**src/common/bp_host_cfg.svh**
```systemverilog
// Build-time sizes for the host bridge; include in the package and in every RTL module
`ifndef BP_HOST_CFG_SVH
`define BP_HOST_CFG_SVH

`define BP_HOST_PADDR_WIDTH 40
`define BP_HOST_DATA_WIDTH 64

// 2 or 4 channels
`define BP_HOST_NUM_DMA 2
`define BP_HOST_DMA_ID_WIDTH 2

`define BP_HOST_BLOCK_OFFSET 6

// Top address bit selects the register block
`define BP_HOST_CFG_BASE_BIT (`BP_HOST_PADDR_WIDTH-1)

`define BP_HOST_CFG_REG_MASK 0
`define BP_HOST_CFG_REG_COUNT 1

`endif

```
**src/common/bp_host_pkg.sv**
```systemverilog
// Shared types of the host bridge; import with bp_host_pkg::* in RTL and testbench
`include "bp_host_cfg.svh"

package bp_host_pkg;

   typedef logic [`BP_HOST_PADDR_WIDTH-1:0] bp_paddr_t;
   typedef logic [`BP_HOST_DATA_WIDTH-1:0] bp_data_t;

   typedef logic [`BP_HOST_DMA_ID_WIDTH-1:0] bp_dma_id_t;
   typedef logic [(1 << `BP_HOST_DMA_ID_WIDTH)-1:0] bp_dma_mask_t;

   // Write flag in the MSB, block address below
   typedef logic [`BP_HOST_PADDR_WIDTH:0] bp_dma_pkt_t;

   typedef enum logic
   {
      e_host_read = 1'b0
      ,e_host_write = 1'b1
   } bp_host_opcode_e;

   typedef enum logic [1:0]
   {
      e_dec_idle
      ,e_dec_cfg_resp
      ,e_dec_dram_wait
      ,e_dec_resp
   } bp_decode_state_e;

   typedef enum logic [2:0]
   {
      e_fo_idle
      ,e_fo_pkt
      ,e_fo_data_out
      ,e_fo_data_in
      ,e_fo_done
   } bp_fanout_state_e;

endpackage

```
**src/hdl/bp_host_cfg_regs.sv**
```systemverilog
// Channel enable mask and DRAM completion counter, read and written by the command decoder
`timescale 1ns/1ps
`include "bp_host_cfg.svh"

module bp_host_cfg_regs
 import bp_host_pkg::*;
 (input                  clk_i
  , input                reset_i

  , input                cfg_w_v_i
  , input                cfg_r_v_i
  , input bp_paddr_t     cfg_addr_i
  , input bp_data_t      cfg_data_i
  , output bp_data_t     cfg_data_o

  , output bp_dma_mask_t cfg_mask_o
  , input                dram_done_v_i
  );

   localparam mask_width_lp = $bits(bp_dma_mask_t);

   bp_dma_mask_t mask_r;
   bp_data_t     count_r;

   wire sel_mask  = (cfg_addr_i == bp_paddr_t'(`BP_HOST_CFG_REG_MASK));
   wire sel_count = (cfg_addr_i == bp_paddr_t'(`BP_HOST_CFG_REG_COUNT));

   always_ff @(posedge clk_i)
   begin
      if (reset_i)
      begin
         mask_r  <= '1;  // All channels on
         count_r <= '0;
      end
      else
      begin
         if (cfg_w_v_i & sel_mask)
            mask_r <= cfg_data_i[mask_width_lp-1:0];

         if (cfg_w_v_i & sel_count)
            count_r <= '0;  // Any write clears
         else if (dram_done_v_i)
            count_r <= count_r + 1'b1;
      end
   end

   always_comb
   begin
      cfg_data_o = '0;  // Unknown offsets read zero
      if (cfg_r_v_i)
      begin
         if (sel_mask)
            cfg_data_o = bp_data_t'(mask_r);
         else if (sel_count)
            cfg_data_o = count_r;
      end
   end

   assign cfg_mask_o = mask_r;

endmodule

```
**src/hdl/bp_host_cmd_decode.sv**
```systemverilog
// Takes host commands, steers them to the register block or the DMA fanout, returns responses
`timescale 1ns/1ps
`include "bp_host_cfg.svh"

module bp_host_cmd_decode
 import bp_host_pkg::*;
 (input                     clk_i
  , input                   reset_i

  , input                   io_cmd_v_i
  , input bp_host_opcode_e  io_cmd_opcode_i
  , input bp_paddr_t        io_cmd_addr_i
  , input bp_data_t         io_cmd_data_i
  , output logic            io_cmd_yumi_o

  , output logic            io_resp_v_o
  , output bp_data_t        io_resp_data_o
  , output logic            io_resp_err_o
  , input                   io_resp_ready_and_i

  , output logic            cfg_w_v_o
  , output logic            cfg_r_v_o
  , output bp_paddr_t       cfg_addr_o
  , output bp_data_t        cfg_data_o
  , input bp_data_t         cfg_data_i
  , input bp_dma_mask_t     cfg_mask_i
  , output logic            dram_done_v_o

  , output logic            req_v_o
  , output bp_host_opcode_e req_opcode_o
  , output bp_paddr_t       req_addr_o
  , output bp_data_t        req_data_o
  , output bp_dma_id_t      req_id_o
  , input                   req_ready_i
  , input                   done_v_i
  , input bp_data_t         done_data_i
  );

   localparam id_bits_lp   = $clog2(`BP_HOST_NUM_DMA);
   localparam word_bits_lp = $clog2(`BP_HOST_DATA_WIDTH/8);

   bp_decode_state_e state_r, state_n;
   bp_data_t         resp_data_r;
   logic             resp_err_r;
   logic             take;

   wire is_cfg = io_cmd_addr_i[`BP_HOST_CFG_BASE_BIT];
   wire is_wr  = (io_cmd_opcode_i == e_host_write);

   // Interleave on the bits just above the block offset
   assign req_id_o = bp_dma_id_t'(io_cmd_addr_i[`BP_HOST_BLOCK_OFFSET+:id_bits_lp]);
   wire ch_en      = cfg_mask_i[req_id_o];

   assign take = (state_r == e_dec_idle) & io_cmd_v_i & (is_cfg | ~ch_en | req_ready_i);

   assign io_cmd_yumi_o = take;
   assign cfg_w_v_o     = take & is_cfg & is_wr;
   assign cfg_r_v_o     = take & is_cfg & ~is_wr;
   assign cfg_addr_o    = bp_paddr_t'(io_cmd_addr_i[`BP_HOST_CFG_BASE_BIT-1:word_bits_lp]);
   assign cfg_data_o    = io_cmd_data_i;

   assign req_v_o       = take & ~is_cfg & ch_en;
   assign req_opcode_o  = io_cmd_opcode_i;
   assign req_addr_o    = io_cmd_addr_i;
   assign req_data_o    = io_cmd_data_i;

   assign dram_done_v_o  = (state_r == e_dec_dram_wait) & done_v_i;
   assign io_resp_v_o    = (state_r == e_dec_cfg_resp) | (state_r == e_dec_resp);
   assign io_resp_data_o = resp_data_r;
   assign io_resp_err_o  = resp_err_r;

   always_comb
   begin
      state_n = state_r;
      case (state_r)
         e_dec_idle:
            if (take)
               state_n = is_cfg ? e_dec_cfg_resp : (ch_en ? e_dec_dram_wait : e_dec_resp);
         e_dec_dram_wait:
            if (done_v_i)
               state_n = e_dec_resp;
         e_dec_cfg_resp, e_dec_resp:
            if (io_resp_ready_and_i)
               state_n = e_dec_idle;
         default:
            state_n = e_dec_idle;
      endcase
   end

   always_ff @(posedge clk_i)
   begin
      if (reset_i)
         state_r <= e_dec_idle;
      else
         state_r <= state_n;
   end

   always_ff @(posedge clk_i)
   begin
      if (take)
      begin
         resp_data_r <= is_cfg ? cfg_data_i : '0;
         resp_err_r  <= ~is_cfg & ~ch_en;  // Masked channel
      end
      else if (dram_done_v_o)
      begin
         resp_data_r <= done_data_i;
         resp_err_r  <= 1'b0;
      end
   end

   a_resp_hold: assert property (@(posedge clk_i) disable iff (reset_i)
      io_resp_v_o && !io_resp_ready_and_i |=>
         io_resp_v_o && $stable(io_resp_data_o) && $stable(io_resp_err_o));

endmodule

```
**src/dma/bp_host_dma_fanout.sv**
```systemverilog
// Runs one DRAM request as a cache DMA packet and data exchange on the chosen channel
`timescale 1ns/1ps
`include "bp_host_cfg.svh"

module bp_host_dma_fanout
 import bp_host_pkg::*;
 (input                                              clk_i
  , input                                            reset_i

  , input                                            req_v_i
  , input bp_host_opcode_e                           req_opcode_i
  , input bp_paddr_t                                 req_addr_i
  , input bp_data_t                                  req_data_i
  , input bp_dma_id_t                                req_id_i
  , output logic                                     req_ready_o

  , output logic                                     done_v_o
  , output bp_data_t                                 done_data_o

  , output bp_dma_pkt_t [`BP_HOST_NUM_DMA-1:0]       dma_pkt_o
  , output logic [`BP_HOST_NUM_DMA-1:0]              dma_pkt_v_o
  , input [`BP_HOST_NUM_DMA-1:0]                     dma_pkt_yumi_i

  , input bp_data_t [`BP_HOST_NUM_DMA-1:0]           dma_data_i
  , input [`BP_HOST_NUM_DMA-1:0]                     dma_data_v_i
  , output logic [`BP_HOST_NUM_DMA-1:0]              dma_data_ready_and_o

  , output bp_data_t [`BP_HOST_NUM_DMA-1:0]          dma_data_o
  , output logic [`BP_HOST_NUM_DMA-1:0]              dma_data_v_o
  , input [`BP_HOST_NUM_DMA-1:0]                     dma_data_yumi_i
  );

   localparam num_dma_lp    = `BP_HOST_NUM_DMA;
   localparam block_off_lp  = `BP_HOST_BLOCK_OFFSET;
   localparam paddr_width_lp = `BP_HOST_PADDR_WIDTH;

   bp_fanout_state_e state_r, state_n;

   logic       wr_r;
   bp_paddr_t  addr_r;
   bp_data_t   wdata_r;
   bp_data_t   rdata_r;
   bp_dma_id_t id_r;

   logic [num_dma_lp-1:0] sel;
   logic                  pkt_yumi, data_yumi, data_v;

   assign sel       = num_dma_lp'(1) << id_r;  // One-hot channel select
   assign pkt_yumi  = |(dma_pkt_yumi_i & sel);
   assign data_yumi = |(dma_data_yumi_i & sel);
   assign data_v    = |(dma_data_v_i & sel);

   assign req_ready_o = (state_r == e_fo_idle);
   assign done_v_o    = (state_r == e_fo_done);
   assign done_data_o = rdata_r;

   assign dma_pkt_v_o          = sel & {num_dma_lp{state_r == e_fo_pkt}};
   assign dma_data_v_o         = sel & {num_dma_lp{state_r == e_fo_data_out}};
   assign dma_data_ready_and_o = sel & {num_dma_lp{state_r == e_fo_data_in}};

   for (genvar i = 0; i < num_dma_lp; i++)
   begin : chan
      assign dma_pkt_o[i]  = {wr_r, addr_r};
      assign dma_data_o[i] = wdata_r;
   end

   always_comb
   begin
      state_n = state_r;
      case (state_r)
         e_fo_idle:
            if (req_v_i)
               state_n = e_fo_pkt;
         e_fo_pkt:
            if (pkt_yumi)
               state_n = wr_r ? e_fo_data_out : e_fo_data_in;
         e_fo_data_out:
            if (data_yumi)
               state_n = e_fo_done;
         e_fo_data_in:
            if (data_v)
               state_n = e_fo_done;
         e_fo_done:
            state_n = e_fo_idle;  // Single-cycle done pulse
         default:
            state_n = e_fo_idle;
      endcase
   end

   always_ff @(posedge clk_i)
   begin
      if (reset_i)
         state_r <= e_fo_idle;
      else
         state_r <= state_n;
   end

   always_ff @(posedge clk_i)
   begin
      if (req_v_i & req_ready_o)
      begin
         wr_r    <= (req_opcode_i == e_host_write);
         addr_r  <= {req_addr_i[paddr_width_lp-1:block_off_lp], block_off_lp'(0)};
         wdata_r <= req_data_i;
         id_r    <= req_id_i;
         rdata_r <= '0;  // Writes return zero
      end
      else if ((state_r == e_fo_data_in) & data_v)
      begin
         rdata_r <= dma_data_i[id_r];
      end
   end

   // Exactly one channel while busy
   a_one_channel: assert property (@(posedge clk_i) disable iff (reset_i)
      (state_r inside {e_fo_pkt, e_fo_data_out, e_fo_data_in})
         |-> $onehot(dma_pkt_v_o | dma_data_v_o | dma_data_ready_and_o));

endmodule

```
**src/hdl/bp_host_wrapper.sv**
```systemverilog
// Top level of the host bridge; connects host I/O ports to the register block and DRAM channels
`timescale 1ns/1ps
`include "bp_host_cfg.svh"

module bp_host_wrapper
 import bp_host_pkg::*;
 (input                                              clk_i
  , input                                            reset_i

  , input                                            io_cmd_v_i
  , input bp_host_opcode_e                           io_cmd_opcode_i
  , input bp_paddr_t                                 io_cmd_addr_i
  , input bp_data_t                                  io_cmd_data_i
  , output logic                                     io_cmd_yumi_o

  , output logic                                     io_resp_v_o
  , output bp_data_t                                 io_resp_data_o
  , output logic                                     io_resp_err_o
  , input                                            io_resp_ready_and_i

  , output bp_dma_pkt_t [`BP_HOST_NUM_DMA-1:0]       dma_pkt_o
  , output logic [`BP_HOST_NUM_DMA-1:0]              dma_pkt_v_o
  , input [`BP_HOST_NUM_DMA-1:0]                     dma_pkt_yumi_i

  , input bp_data_t [`BP_HOST_NUM_DMA-1:0]           dma_data_i
  , input [`BP_HOST_NUM_DMA-1:0]                     dma_data_v_i
  , output logic [`BP_HOST_NUM_DMA-1:0]              dma_data_ready_and_o

  , output bp_data_t [`BP_HOST_NUM_DMA-1:0]          dma_data_o
  , output logic [`BP_HOST_NUM_DMA-1:0]              dma_data_v_o
  , input [`BP_HOST_NUM_DMA-1:0]                     dma_data_yumi_i
  );

   logic            cfg_w_v, cfg_r_v, dram_done_v;
   bp_paddr_t       cfg_addr;
   bp_data_t        cfg_wdata, cfg_rdata;
   bp_dma_mask_t    cfg_mask;

   logic            req_v, req_ready, done_v;
   bp_host_opcode_e req_opcode;
   bp_paddr_t       req_addr;
   bp_data_t        req_data, done_data;
   bp_dma_id_t      req_id;

   bp_host_cmd_decode cmd_decode
      (.clk_i(clk_i)
       ,.reset_i(reset_i)
       ,.io_cmd_v_i(io_cmd_v_i)
       ,.io_cmd_opcode_i(io_cmd_opcode_i)
       ,.io_cmd_addr_i(io_cmd_addr_i)
       ,.io_cmd_data_i(io_cmd_data_i)
       ,.io_cmd_yumi_o(io_cmd_yumi_o)
       ,.io_resp_v_o(io_resp_v_o)
       ,.io_resp_data_o(io_resp_data_o)
       ,.io_resp_err_o(io_resp_err_o)
       ,.io_resp_ready_and_i(io_resp_ready_and_i)
       ,.cfg_w_v_o(cfg_w_v)
       ,.cfg_r_v_o(cfg_r_v)
       ,.cfg_addr_o(cfg_addr)
       ,.cfg_data_o(cfg_wdata)
       ,.cfg_data_i(cfg_rdata)
       ,.cfg_mask_i(cfg_mask)
       ,.dram_done_v_o(dram_done_v)
       ,.req_v_o(req_v)
       ,.req_opcode_o(req_opcode)
       ,.req_addr_o(req_addr)
       ,.req_data_o(req_data)
       ,.req_id_o(req_id)
       ,.req_ready_i(req_ready)
       ,.done_v_i(done_v)
       ,.done_data_i(done_data)
       );

   bp_host_cfg_regs cfg_regs
      (.clk_i(clk_i)
       ,.reset_i(reset_i)
       ,.cfg_w_v_i(cfg_w_v)
       ,.cfg_r_v_i(cfg_r_v)
       ,.cfg_addr_i(cfg_addr)
       ,.cfg_data_i(cfg_wdata)
       ,.cfg_data_o(cfg_rdata)
       ,.cfg_mask_o(cfg_mask)
       ,.dram_done_v_i(dram_done_v)
       );

   bp_host_dma_fanout dma_fanout
      (.clk_i(clk_i)
       ,.reset_i(reset_i)
       ,.req_v_i(req_v)
       ,.req_opcode_i(req_opcode)
       ,.req_addr_i(req_addr)
       ,.req_data_i(req_data)
       ,.req_id_i(req_id)
       ,.req_ready_o(req_ready)
       ,.done_v_o(done_v)
       ,.done_data_o(done_data)
       ,.dma_pkt_o(dma_pkt_o)
       ,.dma_pkt_v_o(dma_pkt_v_o)
       ,.dma_pkt_yumi_i(dma_pkt_yumi_i)
       ,.dma_data_i(dma_data_i)
       ,.dma_data_v_i(dma_data_v_i)
       ,.dma_data_ready_and_o(dma_data_ready_and_o)
       ,.dma_data_o(dma_data_o)
       ,.dma_data_v_o(dma_data_v_o)
       ,.dma_data_yumi_i(dma_data_yumi_i)
       );

endmodule

```
**config.mk**
```make
export PLATFORM = sky130hd
export DESIGN_NAME = bp_host_wrapper
export DESIGN_NICKNAME = d
export VERILOG_FILES = /design/src/common/bp_host_pkg.sv /design/src/hdl/bp_host_cfg_regs.sv /design/src/hdl/bp_host_cmd_decode.sv /design/src/dma/bp_host_dma_fanout.sv /design/src/hdl/bp_host_wrapper.sv
export VERILOG_INCLUDE_DIRS = /design/src /design/src/common
export SDC_FILE = /design/constraint.sdc
export NUM_CORES = 1
export LEC_CHECK = 0
export BUFFER_PORTS_ARGS = -buffer_cell sky130_fd_sc_hd__buf_2
export CAP_MARGIN = 5
export CELL_PAD_IN_SITES_DETAIL_PLACEMENT = 1
export CELL_PAD_IN_SITES_GLOBAL_PLACEMENT = 1
export CORE_ASPECT_RATIO = 0.7
export CORE_MARGIN = 2
export CORE_UTILIZATION = 25
export CTS_CLUSTER_SIZE = 40
export DETAILED_ROUTE_END_ITERATION = 12
export PLACE_DENSITY = 0.66
export SYNTH_ARGS = -nofsm -noshare
export SYNTH_HDL_FRONTEND = slang
export SYNTH_SLANG_ARGS = --single-unit
```
**constraint.sdc**
```tcl
create_clock -name clk_i -period 5.34 [get_ports clk_i]
set_input_delay 1.068 -clock clk_i [delete_from_list [all_inputs] [get_ports clk_i]]
set_output_delay 1.068 -clock clk_i [all_outputs]
set_load 0.05 [all_outputs]
```
After elaboration in Yosys (flattened, before gate mapping)
Index checks and enable logic that the tools add are counted.

operators by class
  $add $sub $neg = 1
  order comparisons = 2
  equal/unequal tests = 15
  shifts and indexed selects = 1
  mux-type cells = 24
  bitwise operators = 25
  reduce and logical (&&, ||, !) cells = 11

operators with widths
  kind                                                                           count
  64-bit 2-to-1 mux                                                              8
  64-bit by 1-bit adder with 64-bit output (second input constant)               1
  40-bit zero test                                                               1
  36-bit by 1-bit == test with 1-bit output (second input constant)              1
  1-bit bitwise AND                                                              13
  2-bit bitwise AND                                                              6
  3-bit 2-to-1 mux                                                               4
  2-bit by 1-bit inequality test with 1-bit output (second input constant)       6
  3-bit case mux with 4 select lines                                             1
  2-bit OR reduction                                                             5
  2-bit 2-to-1 mux                                                               4
  3-bit by 2-bit == test with 1-bit output (second input constant)               2
  1-bit 2-to-1 mux                                                               6
  2-bit case mux with 3 select lines                                             1
  2-bit == test (second input constant)                                          2
  4-bit AND reduction                                                            1
  3-bit by 1-bit == test with 1-bit output (second input constant)               1
  3-bit == test (second input constant)                                          1
  3-bit zero test                                                                1
  1-bit by 3-bit less-than comparator with 1-bit output (second input constant)  1
  1-bit NOT                                                                      3
  1-bit bitwise OR                                                               3
  3-bit AND reduction                                                            1
  2-bit by 1-bit == test with 1-bit output (second input constant)               1
  other kinds (5)                                                                5

word-level totals
  register bits after elaboration = 302
  bits of input ports = 243
  output and inout bits = 283
  word-level logic and storage cells = 90

Longest topological paths before layout
  word-level depth = 11
  gate-level depth with buffers = 9
  mapped depth without buffers = 6

Hierarchy
A second synthesis with hierarchy kept.

unflattened totals
  cells, all modules = 1,391
  area, all modules = 15,414.8 um^2

by module, submodules not included
  module              times used  cells an instance  area an instance (um^2)  sequential area each (um^2)
  bp_host_dma_fanout  1           541                7,209.4                  4,374.2
  bp_host_cmd_decode  1           378                4,413.0                  1,991.9
  bp_host_cfg_regs    1           472                3,792.4                  1,361.3

Worst setup path before layout
Ideal clock, no wire load.

  path type = register to register
  from = register dma_fanout.state_r[1]
  to = register cmd_decode.resp_data_r[0], in the netlist cmd_decode.io_resp_data_o[0] (enable)
  setup time = 0.578 ns
  arrival time = 5.330 ns
  data required time = 4.762 ns
  setup slack = -0.568 ns
  cell stages (with the launch flop) = 5
  buffers on the path = 2
  period minus slack after synthesis = 5.908 ns
  path through = dfxtp_1 > buf_6 > nand4bb_1 > buf_2 > o21ai_0

on the way
  longest elaborated chain between the ends = 4
  elaborated cells on any way between the ends = 6
  classes of those cells = eq/ne (1); bitwise (3); reduce/logical (2)

ends and longest elaborated chain
  what                              line                       RTL
  start: declaration                bp_host_dma_fanout.sv:37   bp_fanout_state_e state_r, state_n;
  start signal: assignment          bp_host_dma_fanout.sv:93   state_r <= e_fo_idle;
  start signal: assignment          bp_host_dma_fanout.sv:95   state_r <= state_n;
  3-bit zero test                   bp_host_dma_fanout.sv:53   assign req_ready_o = (state_r == e_fo_idle);
  1-bit bitwise OR                  bp_host_cmd_decode.sv:54   assign take = (state_r == e_dec_idle) & io_cmd_v_i & (is_cfg | ~ch_en | req_ready_i);
  1-bit bitwise AND                 bp_host_cmd_decode.sv:54
  2-bit nonzero test (no line) (*)  --
  end signal: assignment            bp_host_cmd_decode.sv:102  resp_data_r <= is_cfg ? cfg_data_i : '0;
  end signal: assignment            bp_host_cmd_decode.sv:107  resp_data_r <= done_data_i;
  end: declaration                  bp_host_cmd_decode.sv:43   bp_data_t resp_data_r;

Every way passes the cells marked *; elsewhere a longest branch is shown, timed or not.
A chain may end at the register's enable or synchronous reset.

Worst setup path in the final report
  from = input io_cmd_addr_i[6]
  to = output io_cmd_yumi_o

on the way
  longest elaborated chain between the ends = 6

ends and longest elaborated chain
  what                                                 line                      RTL
  start: declaration                                   bp_host_wrapper.sv:12     , input bp_paddr_t io_cmd_addr_i
  1-bit 2-to-1 mux (implied by the code) (2 in a row)  bp_host_cmd_decode.sv:52  wire ch_en = cfg_mask_i[req_id_o];
  1-bit NOT                                            bp_host_cmd_decode.sv:54
  1-bit bitwise OR (2 in a row)                        bp_host_cmd_decode.sv:54
  1-bit bitwise AND                                    bp_host_cmd_decode.sv:54
  end: declaration                                     bp_host_wrapper.sv:14     , output logic io_cmd_yumi_o

Every way passes these cells. The select of a mux whose other input is x is not followed.

==> flow_summary.yaml <==
cells_and_area:
  stdcell_area_um2: 16600
  seq_area_um2: 7670
  nNetsFinal: 1754
  area_delta_synth_final_pct: 27.9
  multi_input_area_um2: 4240
  drive_gt1_share_pct: 38.5
  fillers: 5795
setup_path:
  rrSetupSlack_ps: 2280
  rr_endpoint: "cmd_decode.io_resp_data_o[54]"
  cp_max_fo: 66
  crit_path_cell_trace: "buf_2, mux2i_1, nor3_1, nand2b_4, buf_4, inv_1, buf_2"
  r2r-start: "dma_fanout.state_r[1]"
  crit_path_end_kind: "output port"
  start_kind: "input port"
  critPathMaxStageDelay_ps: 670
  cp_common_cell: "buf_2"
  worst-setup-path-type: "in -> out"
  reg2reg_depth: 6
  worst_ep_required_time_ps: 4270
  worstPathArrival_ps: 2790
  crit_slowest_cell: "buf_4"
yosys:
  synth_mux_area_share_pct: 5.56
  synth-simple-area-share_pct: 12.9
  synth_top_cells_by_area: "edfxtp_1 (38%), dfxtp_1 (21%), buf_4 (6.5%)"
  syn-cell-area_um2: 13000
  synth-edff-count: 164
  async_reset_ff_share_pct: 0
  synth.largest_area_cell: "edfxtp_1"
  ys_types: 51
  synthCells: 1122
  synth_area_per_cell_um2: 11.6
  yosys_warnings: 0
  synth_top_area_share_pct: 37.9
  ys_seq_area_share_pct: 59.0
  yosys_most_used_dff: "edfxtp_1"
  ys_ff_latch: 301
  synth-compound-area-share_pct: 10.5
  synth_xor_xnor_area_share_pct: 2.97
  synthAdderAreaFrac_pct: 0.0963
  synth_top_family_by_area: "simple AND/OR/NAND/NOR gates"
global_routing:
  antenna_found_initial: 4
  grt_start_max_net_pins: 129
  grt_pass1_wl_mm: 64.9
  met2_usage_pct: 24.0
  use_met1_pct: 22.5
  first_global_vias: 10386
  grt_usage_pct: 15.7
  grt.overflow.total: 0
  gr-usage-met3_pct: 3.77
  top_usage_layer: "met2"
timing:
  finalSetupViolCount: 0
  period_share_pct: 72.3
  setup_tns_ps: 0
  finalMaxSlewViolations: 0
  rsz0062_at_grt: "no"
  holdWs_ps: 504
  worstMarginPinSlew_ps: 1100
  slew-limit-headroom_pct: 25.9
  fin_crit_ps: 3860
  hold_viol_final: 0
  worst_slack_ps: 1480
  fmax_ghz: 0.259
  finClkSkew_ps: 20.8
min_path:
  hp-class: "reg -> reg"
  hold_path.startpoint: "dma_fanout.done_data_o[27]"
  hold_end: "dma_fanout.done_data_o[27]"
  holdPathStages: 2
place:
  pre_cts_ws_ps: 1440
  place_area_um2: 15500
  place.gp.congestion: 0.900
  portBuffers: 510
  dp_hpwl_mm: 32.7
clock_tree:
  cts.clk_slew.worst_paths_ps: 70
  cts_tree: "built"
  worstSkewPairLatency_ps: 530
  cts_buffer_depth: 3
  cts_setup_buffers: 0
  numCtsBuffers: 34
  htree_levels: 2
  cts_root_buffer: "clkbuf_16"
  post_cts_resize_count: 0
  cts_hold_buffers: 0
  cts_sinks: 301
floorplan:
  start_util_pct: 25.5
  fp.dieArea_um2: 53800
  die_h_um: 195
  coreArea_um2: 51000
  io_pins: 526
  die_w_um: 276
  rows: 69
route:
  drc_errors: 0
  drtIter0Drc: 527
  via_per_inst: 4.61
  drtAntennaViolNets: 0
  vias: 10197
  drtPass1Iterations: 5
  wirelength_mm: 44.3
  routedWlPerCell_um: 20.0
pwr:
  peakVddDrop_v: 0.000223
  power_density_nw_per_um2: 359
  power.total_uw: 5960
  power.leakage_uw: 0.00655
status:
  outcome: "finished clean"
flow_run:
  maxCapViolations: 0
worst max path at each step:
| stage | from | endpoint | slack, ps | cells past startpoint |
|---|---|---|---|---|
| 2_1_floorplan | io_cmd_v_i | dma_fanout.addr_r[10] | 280 | 3 |
| 3_5_place_dp | io_cmd_addr_i[39] | cmd_decode.io_resp_data_o[27] | 1440 | 7 |
| 4_1_cts | io_cmd_addr_i[6] | io_cmd_yumi_o | 1450 | 7 |
| 3_3_place_gp | io_cmd_addr_i[6] | io_cmd_yumi_o | 1430 | 7 |
| 5_1_grt | io_cmd_addr_i[6] | io_cmd_yumi_o | 1290 | 7 |
| 6_report | io_cmd_addr_i[6] | io_cmd_yumi_o | 1480 | 7 |
worst max-delay path: cells and delay by family:
kind | cells | cell delay (ps)
buf+inv | 4 | 1140
simple gates | 2 | 390
mux | 1 | 170
kinds of logic (layout without fill, tap and decap cells):
group,after synthesis,after routing
other,1,14
adder cells (fa/ha/maj),1,1
XOR/XNOR,44,44
AND/OR/NAND/NOR,326,326
multiplexers,72,72
AO/OA/AOI/OAI,185,185
buffers and inverters,192,594
flip-flops,301,301
cells in the final DEF (no fill, tap or decap), types with 5 or more instances in the layout:
cell type | synthesis | routed
a21oi_1 | 23 | 23
inv_1 | 8 | 8
and3_1 | 9 | 8
nor3_1 | 18 | 17
nand4_1 | 30 | 30
xnor2_1 | 29 | 29
conb_1 | 1 | 12
xor2_1 | 15 | 15
clkbuf_16 | 0 | 36
edfxtp_1 | 164 | 164
a211oi_1 | 64 | 64
dfxtp_1 | 137 | 137
or4_1 | 10 | 10
clkbuf_1 | 52 | 9
nor2_1 | 125 | 125
and4_1 | 8 | 8
buf_2 | 5 | 510
nand2_1 | 31 | 31
nand2b_1 | 8 | 7
nor2b_1 | 5 | 5
nand3_1 | 21 | 21
or3_1 | 16 | 16
buf_4 | 112 | 13
nor4_1 | 27 | 27
o21ai_0 | 20 | 19
a22o_1 | 60 | 60
mux2i_1 | 71 | 71
cells in the mapped netlist, drive strengths merged (2+ instances only):
master	n
a211o	4
inv	8
nand3	21
dfxtp	137
buf	131
a22o	60
o31ai	4
nand4	31
or4	10
a211oi	64
mux2i	71
clkbuf	53
nand4b	2
nand2b	8
a31o	3
nor3	18
edfxtp	164
nor4b	2
nor2b	5
or3	16
or2	3
nor4	28
and2	3
xor2	15
nor2	125
o21ai	20
a21oi	23
and3b	2
xnor2	29
and4	8
and3	9
o22ai	2
nand2	31
sequential cells by signal (all words and copies together) (netlist names):
register,count
dma_fanout.addr_r,34
cmd_decode.io_resp_err_o,1
dma_fanout.wdata_r,64
cfg_regs.count_r,64
cmd_decode.io_resp_data_o,64
dma_fanout.wr_r,1
dma_fanout.done_data_o,64
cmd_decode.state_r,2
dma_fanout.state_r,3
cfg_regs.cfg_mask_o,4
report_power, final:
part / total [µW] / switching [µW] / internal, µW
Sequential: 2620 / 58.3 / 2570
Combinational: 897 / 694 / 203
Clock: 2440 / 1010 / 1420
metrics by stage:
stage                     std cells  util, %
after detailed placement       2148     30.3
after global placement         2148     30.3
after CTS                      2209     32.5
after global routing           2209     32.5
after floorplan                1133        -
final                          2211     32.6
layout make-up:
type                            instances  area share, %
Multi-Input combinational cell        640           25.5
Clock inverter                         14           1.05
Inverter                                8          0.181
Sequential cell                       301           46.2
Tap cell                              674           5.08
Timing Repair Buffer                  525           16.2
Antenna cell                            2         0.0301
Clock buffer                           47           5.79
metal layers:
layer | routed length, µm | up-vias
met1 | 21400 | 5059
met3 | 2540 | 50
met5 | 0 | -
met2 | 19700 | 256
li1 | - | 4832
met4 | 669 | 0
Power figures use the tool's default switching activity.
